===== src/design/matmul_pkg.sv =====
`default_nettype none

package matmul_pkg;

  // --------------------
  // Widths
  // --------------------
  parameter int DATA_W = 32;  // SRAM word and accumulator
  parameter int ADDR_W = 12;
  parameter int DIM_W  = 16;  // One half of the dimension word

  typedef logic [DATA_W-1:0] data_t;
  typedef logic [ADDR_W-1:0] addr_t;
  typedef logic [DIM_W-1:0]  dim_t;

  // Word 0 of each matrix, rows in the upper half
  typedef struct packed {
    dim_t rows;
    dim_t cols;
  } mat_dims_t;

  // --------------------
  // Pipeline payloads
  // --------------------
  typedef struct packed {
    logic valid;
    logic first;     // Restart the dot product
    logic last;      // Dot product complete after this term
    logic is_final;  // Last term of the whole job
  } mac_tag_t;

  typedef struct packed {
    mac_tag_t tag;
    data_t    a;
    data_t    b;
  } mac_op_t;

  typedef struct packed {
    logic  valid;
    logic  is_final;
    data_t value;
  } result_t;

  typedef enum logic [1:0] {
    idle,
    dims,
    run,
    drain
  } seq_state_t;

endpackage

`default_nettype wire

===== src/design/matmul_top.sv =====
`timescale 1ns/1ps
`default_nettype none

module matmul_top import matmul_pkg::*; #(
  parameter int DATA_W = 32,
  parameter int ADDR_W = 12
) (
  input  logic              clk,
  input  logic              reset_n,
  input  logic              dut_valid,
  output logic              dut_ready,
  output logic [ADDR_W-1:0] input_read_address,
  input  logic [DATA_W-1:0] input_read_data,
  output logic [ADDR_W-1:0] weight_read_address,
  input  logic [DATA_W-1:0] weight_read_data,
  output logic              result_write_enable,
  output logic [ADDR_W-1:0] result_write_address,
  output logic [DATA_W-1:0] result_write_data
);

  mac_op_t mac_op;
  result_t result;
  logic    job_done;   // Final element written

  // --------------------
  // Sequencer, MAC, writer
  // --------------------
  operand_sequencer #(
    .DATA_W (DATA_W),
    .ADDR_W (ADDR_W)
  ) seq0 (
    .clk                 (clk),
    .reset_n             (reset_n),
    .dut_valid           (dut_valid),
    .dut_ready           (dut_ready),
    .input_read_address  (input_read_address),
    .input_read_data     (input_read_data),
    .weight_read_address (weight_read_address),
    .weight_read_data    (weight_read_data),
    .job_done            (job_done),
    .mac_op              (mac_op)
  );

  mac_unit #(
    .DATA_W (DATA_W)
  ) mac0 (
    .clk     (clk),
    .reset_n (reset_n),
    .mac_op  (mac_op),
    .result  (result)
  );

  result_writer #(
    .DATA_W (DATA_W),
    .ADDR_W (ADDR_W)
  ) wr0 (
    .clk                  (clk),
    .reset_n              (reset_n),
    .result               (result),
    .result_write_enable  (result_write_enable),
    .result_write_address (result_write_address),
    .result_write_data    (result_write_data),
    .job_done             (job_done)
  );

endmodule

`default_nettype wire


===== src/design/result_writer.sv =====
`timescale 1ns/1ps
`default_nettype none

module result_writer import matmul_pkg::*; #(
  parameter int DATA_W = 32,
  parameter int ADDR_W = 12
) (
  input  logic              clk,
  input  logic              reset_n,
  input  result_t           result,
  output logic              result_write_enable,
  output logic [ADDR_W-1:0] result_write_address,
  output logic [DATA_W-1:0] result_write_data,
  output logic              job_done
);

  logic [ADDR_W-1:0] next_addr;  // Row-major slot for the next element

  always_ff @(posedge clk)
  begin
    if (!reset_n)
    begin
      result_write_enable <= 1'b0;
      job_done            <= 1'b0;
      next_addr           <= '0;
    end
    else
    begin
      result_write_enable <= result.valid;
      job_done            <= result.valid && result.is_final;
      if (result.valid)
      begin
        // Each job starts again at address 0
        next_addr <= result.is_final ? '0 : next_addr + 1'b1;
      end
    end
    if (result.valid)
    begin
      result_write_address <= next_addr;
      result_write_data    <= result.value;
    end
  end

endmodule

`default_nettype wire


===== src/design/mac_unit.sv =====
`timescale 1ns/1ps
`default_nettype none

module mac_unit import matmul_pkg::*; #(
  parameter int DATA_W = 32
) (
  input  logic    clk,
  input  logic    reset_n,
  input  mac_op_t mac_op,
  output result_t result
);

  logic [DATA_W-1:0] prod_q;   // Stage 1 product, wraps
  mac_tag_t          tag1_q;
  logic [DATA_W-1:0] acc_q;
  logic              res_valid_q;
  logic              res_final_q;

  // --------------------
  // Stage 1 multiply
  // --------------------
  always_ff @(posedge clk)
  begin
    if (!reset_n)
    begin
      tag1_q <= '0;
    end
    else
    begin
      tag1_q <= mac_op.tag;
    end
    prod_q <= mac_op.a * mac_op.b;
  end

  // --------------------
  // Stage 2 accumulate
  // --------------------
  always_ff @(posedge clk)
  begin
    if (!reset_n)
    begin
      res_valid_q <= 1'b0;
      res_final_q <= 1'b0;
    end
    else
    begin
      res_valid_q <= tag1_q.valid && tag1_q.last;
      res_final_q <= tag1_q.valid && tag1_q.last && tag1_q.is_final;
    end
    if (tag1_q.valid)
      acc_q <= tag1_q.first ? prod_q : acc_q + prod_q;  // Restart per element
  end

  always_comb
  begin
    result.valid    = res_valid_q;
    result.is_final = res_final_q;
    result.value    = acc_q;
  end

endmodule

`default_nettype wire


===== src/design/operand_sequencer.sv =====
`timescale 1ns/1ps
`default_nettype none

module operand_sequencer import matmul_pkg::*; #(
  parameter int DATA_W = 32,
  parameter int ADDR_W = 12
) (
  input  logic              clk,
  input  logic              reset_n,
  input  logic              dut_valid,
  output logic              dut_ready,
  output logic [ADDR_W-1:0] input_read_address,
  input  logic [DATA_W-1:0] input_read_data,
  output logic [ADDR_W-1:0] weight_read_address,
  input  logic [DATA_W-1:0] weight_read_data,
  input  logic              job_done,
  output mac_op_t           mac_op
);

  seq_state_t        state;
  logic              dims_live;   // Word 0 is on the read buses this cycle
  mat_dims_t         dims_a_q;
  mat_dims_t         dims_b_q;
  mat_dims_t         dims_a;
  mat_dims_t         dims_b;
  dim_t              k_idx;       // Term within a dot product
  dim_t              j_idx;       // Column of B
  dim_t              i_idx;       // Row of A
  logic              k_end;
  logic              j_end;
  logic              i_end;
  logic [ADDR_W-1:0] a_addr;
  logic [ADDR_W-1:0] b_addr;
  logic [ADDR_W-1:0] row_base;    // Start of the current row of A
  mac_tag_t          tag_q;

  assign dut_ready = (state == idle);

  // Dimensions come straight off the SRAM in the first run cycle
  always_comb
  begin
    dims_a = dims_live ? mat_dims_t'(input_read_data) : dims_a_q;
    dims_b = dims_live ? mat_dims_t'(weight_read_data) : dims_b_q;
  end

  assign k_end = (k_idx == dims_a.cols - 1'b1);
  assign j_end = (j_idx == dims_b.cols - 1'b1);
  assign i_end = (i_idx == dims_a.rows - 1'b1);

  assign input_read_address  = a_addr;
  assign weight_read_address = b_addr;

  // Tag lags the addresses by one cycle, matching the SRAM read latency
  always_comb
  begin
    mac_op.tag = tag_q;
    mac_op.a   = input_read_data;
    mac_op.b   = weight_read_data;
  end

  always_ff @(posedge clk)
  begin
    if (!reset_n)
    begin
      state     <= idle;
      dims_live <= 1'b0;
      tag_q     <= '0;
      a_addr    <= '0;
      b_addr    <= '0;
      k_idx     <= '0;
      j_idx     <= '0;
      i_idx     <= '0;
    end
    else
    begin
      dims_live <= 1'b0;
      tag_q     <= '0;
      case (state)
        idle:
        begin
          if (dut_valid)
          begin
            state  <= dims;
            a_addr <= '0;  // Dimension word
            b_addr <= '0;
          end
        end

        dims:
        begin
          state     <= run;
          dims_live <= 1'b1;
          a_addr    <= ADDR_W'(1);
          b_addr    <= ADDR_W'(1);
          row_base  <= ADDR_W'(1);
          k_idx     <= '0;
          j_idx     <= '0;
          i_idx     <= '0;
        end

        run:
        begin
          if (dims_live)
          begin
            dims_a_q <= dims_a;
            dims_b_q <= dims_b;
          end
          tag_q.valid    <= 1'b1;
          tag_q.first    <= (k_idx == '0);
          tag_q.last     <= k_end;
          tag_q.is_final <= k_end && j_end && i_end;

          // --------------------
          // Loop stepping
          // --------------------
          if (!k_end)
          begin
            k_idx  <= k_idx + 1'b1;
            a_addr <= a_addr + 1'b1;
            b_addr <= b_addr + 1'b1;
          end
          else
          begin
            k_idx <= '0;
            if (!j_end)
            begin
              j_idx  <= j_idx + 1'b1;
              a_addr <= row_base;       // Same row, next column of B
              b_addr <= b_addr + 1'b1;
            end
            else
            begin
              j_idx <= '0;
              if (!i_end)
              begin
                i_idx    <= i_idx + 1'b1;
                a_addr   <= a_addr + 1'b1;
                row_base <= a_addr + 1'b1;
                b_addr   <= ADDR_W'(1);  // Back to column 0 of B
              end
              else
              begin
                state <= drain;
              end
            end
          end
        end

        drain:
        begin
          if (job_done)
            state <= idle;
        end

        default: state <= idle;
      endcase
    end
  end

endmodule

`default_nettype wire


===== config.mk =====
export PLATFORM = sky130hd
export DESIGN_NAME = matmul_top
export DESIGN_NICKNAME = d
export VERILOG_FILES = /design/src/design/matmul_pkg.sv /design/src/design/matmul_top.sv /design/src/design/result_writer.sv /design/src/design/mac_unit.sv /design/src/design/operand_sequencer.sv
export SDC_FILE = /design/constraint.sdc
export NUM_CORES = 2
export LEC_CHECK = 0
export BUFFER_PORTS_ARGS = -buffer_cell sky130_fd_sc_hd__buf_2
export CAP_MARGIN = 15
export CORE_MARGIN = 1.5
export CORE_UTILIZATION = 55
export CTS_CLUSTER_SIZE = 30
export DETAILED_ROUTE_END_ITERATION = 16
export PLACE_DENSITY_LB_ADDON = 0.15
export REMOVE_ABC_BUFFERS = 1
export SETUP_SLACK_MARGIN = 0.15
export SYNTH_ARGS = -nofsm -noshare
export SYNTH_HDL_FRONTEND = slang
export SYNTH_HIERARCHICAL = 1
export SYNTH_SLANG_ARGS = --single-unit

===== constraint.sdc =====
create_clock -name clk -period 20.4 [get_ports clk]
set_clock_uncertainty 0.15 [all_clocks]
set_input_delay 1.02 -clock clk [delete_from_list [all_inputs] [get_ports clk]]
set_output_delay 1.02 -clock clk [all_outputs]
set_load 0.01 [all_outputs]

==> flow_summary.yaml <==
status:
  status: "complete, no violations"
clock_network:
  cts_root_buffer: "clkbuf_16"
  cts.sinks: 267
  cts_tree: "yes"
  cts_max_path_buffers: 3
  htree_num_levels: 1
  cts_hold_buf: 0
  ctsResizeCount: 0
  clk_pin_slew_worst_paths_ns: 0.06
  clk_latency_ns: 0.60
  post-cts-setup-buffers: 0
  numCtsBuffers: 31
detailed_routing:
  drt_iter0_drc: 1379
  routedWlPerCell_um: 19.6
  drtPass1Iterations: 6
  avgViaCountPerCell: 5.67
  routed_wl_mm: 75.9
  drc_errors: 0
  antenna_left: 0
  vias: 22000
synth:
  synth_seq_cells: 267
  synth_area_um2: 30100
  async_reset_ff_frac: 0
  yosys.area_share.simple: 0.182
  syn_inst: 3176
  syn_avg_cell_area_um2: 9.49
  synth_fa_ha_area_frac: 0.341
  synth_compound_area_frac: 0.0749
  synth_top_family_by_area: "adder cells"
  synth_mux_area_frac: 0.0235
  synth_edf_count: 136
  ys.flop_type: "edfxtp_1"
  synth_xor_area_frac: 0.0647
  synth_cell_types: 97
  seq_area_frac_synth: 0.222
  ys_warn_count: 6
finish:
  fillers: 4669
  layout_common_cells: "inv_1 (454), fa_1 (409), nand2_1 (361)"
  final_common_cell: "inv_1"
  fin_cells: 3878
  drive_above_1_share: 0.0773
  area_growth_syn_to_layout_pct: 5.23
  final_nets: 3800
timing:
  period_share: 0.395
  tightest_slew_ns: 1.20
  fin_tns_setup_ns: 0
  rsz0062_at_grt: "no"
  final-setup-viol-count: 0
  fin_crit_ns: 8.06
  fmax_mhz: 124
  timing.slew.headroom: 0.189
  hold_ws_ns: 0.264
  hold_viol: 0
  slew_viol_final: 0
place:
  gp_congestion: 0.884
  port_buffers: 136
  dp_hpwl_mm: 57.5
  dp.cells: 3818
global_routing:
  antenna_found_initial: 2
  first_global_vias: 23000
  grt_overflow_total: 0
  grt_max_degree: 65
  track_usage: 0.276
  grt_pass1_wl_mm: 123
critical_path:
  ff2ff_path_depth: 12
  r2r-end: "seq0/input_read_address[11]$_SDFFE_PN0P_"
  critical_path_class: "primary input to flip-flop"
  startpoint_type: "primary input"
  required_ns: 20.70
  worstPathMaxFanout: 32
  regToRegSetupSlack_ns: 14.07
  crit_arrival_ns: 8.36
  reg2reg_from: "seq0/dims_live$_SDFF_PN0_"
  endpoint_kind: "flip-flop"
flow_run:
  maxCapViolations: 0
min_path:
  hp-class: "flip-flop to flip-flop"
  whs_path_depth: 1
  min_to: "mac0/res_final_q$_SDFF_PN0_"
  hold_start: "mac0/tag1_q[0]$_SDFF_PN0_"
die:
  pin_count: 137
  die_x_um: 237
  start_util: 0.558
  rows: 85
  die-height_um: 237
  dieArea_um2: 56200
  coreArea_um2: 54000
==> routing by layer <==
layer  global-route usage  up-vias  share of wire
met2                0.487      724           0.49
met1                0.352    11000           0.41
met3               0.0336      160          0.059
li1                     -    10100              -
met5                    0        -        0.00016
met4               0.0909        2          0.035
==> cell usage after synthesis (all sizes together) (14+ instances only) <==
| cell type | number | area [um^2] |
|---|---|---|
| nand2 | 361 | 1360 |
| inv | 454 | 1700 |
| mux2 | 30 | 338 |
| ha | 168 | 2100 |
| buf | 86 | 612 |
| mux2i | 37 | 370 |
| a21oi | 84 | 424 |
| o31ai | 16 | 139 |
| xor2 | 80 | 701 |
| nand3 | 37 | 198 |
| nor4 | 20 | 131 |
| a211oi | 14 | 118 |
| or3 | 21 | 139 |
| nor3 | 42 | 220 |
| o21ai | 95 | 475 |
| nand4 | 29 | 203 |
| and2 | 299 | 1870 |
| nor2 | 123 | 462 |
| edfxtp | 136 | 4080 |
| and3 | 37 | 231 |
| clkbuf | 111 | 417 |
| dfxtp | 131 | 2620 |
| xnor2 | 135 | 1180 |
| fa | 409 | 8190 |
| a21o | 35 | 263 |
==> logic make-up (layout without fill, tap and decap cells) <==
group | Yosys count | after routing
AOI/OAI and AO/OA | 340 | 340
xor gates and xnor gates | 218 | 218
adders and majority gates | 577 | 577
buffers and inverters | 651 | 656
DFF | 267 | 267
muxes | 67 | 67
other | 0 | 1
and+or+nand+nor | 1056 | 1056
==> worst max-delay path by stage <==
stage	start	to	slack (ns)
floorplan	input_read_data[16]	mac0/prod_q[30]$_DFF_P_	12.73
global placement	weight_read_data[2]	mac0/prod_q[30]$_DFF_P_	11.96
detailed placement	weight_read_data[6]	mac0/prod_q[30]$_DFF_P_	11.78
CTS	weight_read_data[6]	mac0/prod_q[30]$_DFF_P_	12.42
global route	weight_read_data[2]	mac0/prod_q[30]$_DFF_P_	12.01
finish	weight_read_data[2]	mac0/prod_q[30]$_DFF_P_	12.34
==> sequential cells by signal, summed over array words and instances (netlist names), 2 cells and up <==
register                  cells
mac0/acc_q                   32
mac0/prod_q                  32
seq0/dims_a_q                32
wr0/result_write_data        32
seq0/dims_b_q                16
seq0/i_idx                   16
seq0/j_idx                   16
seq0/k_idx                   16
seq0/input_read_address      12
seq0/row_base                12
seq0/weight_read_address     12
wr0/next_addr                12
wr0/result_write_address     12
mac0/tag1_q                   4
seq0/mac_op                   4
seq0/state                    2
==> critical path: stages <==
cell	delay (ns)
buf_2	0.54
nand2_1	0.17
fa_1	0.59
fa_1	0.43
fa_1	0.47
fa_1	0.55
inv_1	0.06
fa_1	0.51
inv_1	0.06
fa_1	0.55
fa_1	0.43
fa_1	0.49
inv_1	0.04
ha_1	0.36
a21o_1	0.19
a21oi_1	0.18
or3b_1	0.35
o21bai_1	0.15
o21bai_1	0.18
a31o_1	0.28
a31oi_1	0.30
nor4bb_1	0.09
or3_1	0.34
==> area by class of cell <==
type	instances	area, um^2	area share
antenna	1	2.50	0.0000789
clock buffer	50	920	0.0290
clock inverter	8	61.3	0.00193
inverter	454	1700	0.0537
multi-input combinational	2258	20700	0.653
sequential	267	6710	0.212
tap	696	871	0.0275
timing repair buffer	144	744	0.0235
==> per-stage QoR <==
| step | util | instance area (um^2) | worst slack (ns) |
|---|---|---|---|
| floorplan | - | 29100 | 12.73 |
| global placement | 0.569 | 30700 | 11.96 |
| detailed placement | 0.569 | 30700 | 11.78 |
| CTS | 0.587 | 31700 | 12.42 |
| global route | 0.587 | 31700 | 12.01 |
| finish | 0.587 | 31700 | 12.34 |
Power is not shown: default switching activity piles up to over one toggle a cycle in this logic, so the estimate is an artifact.
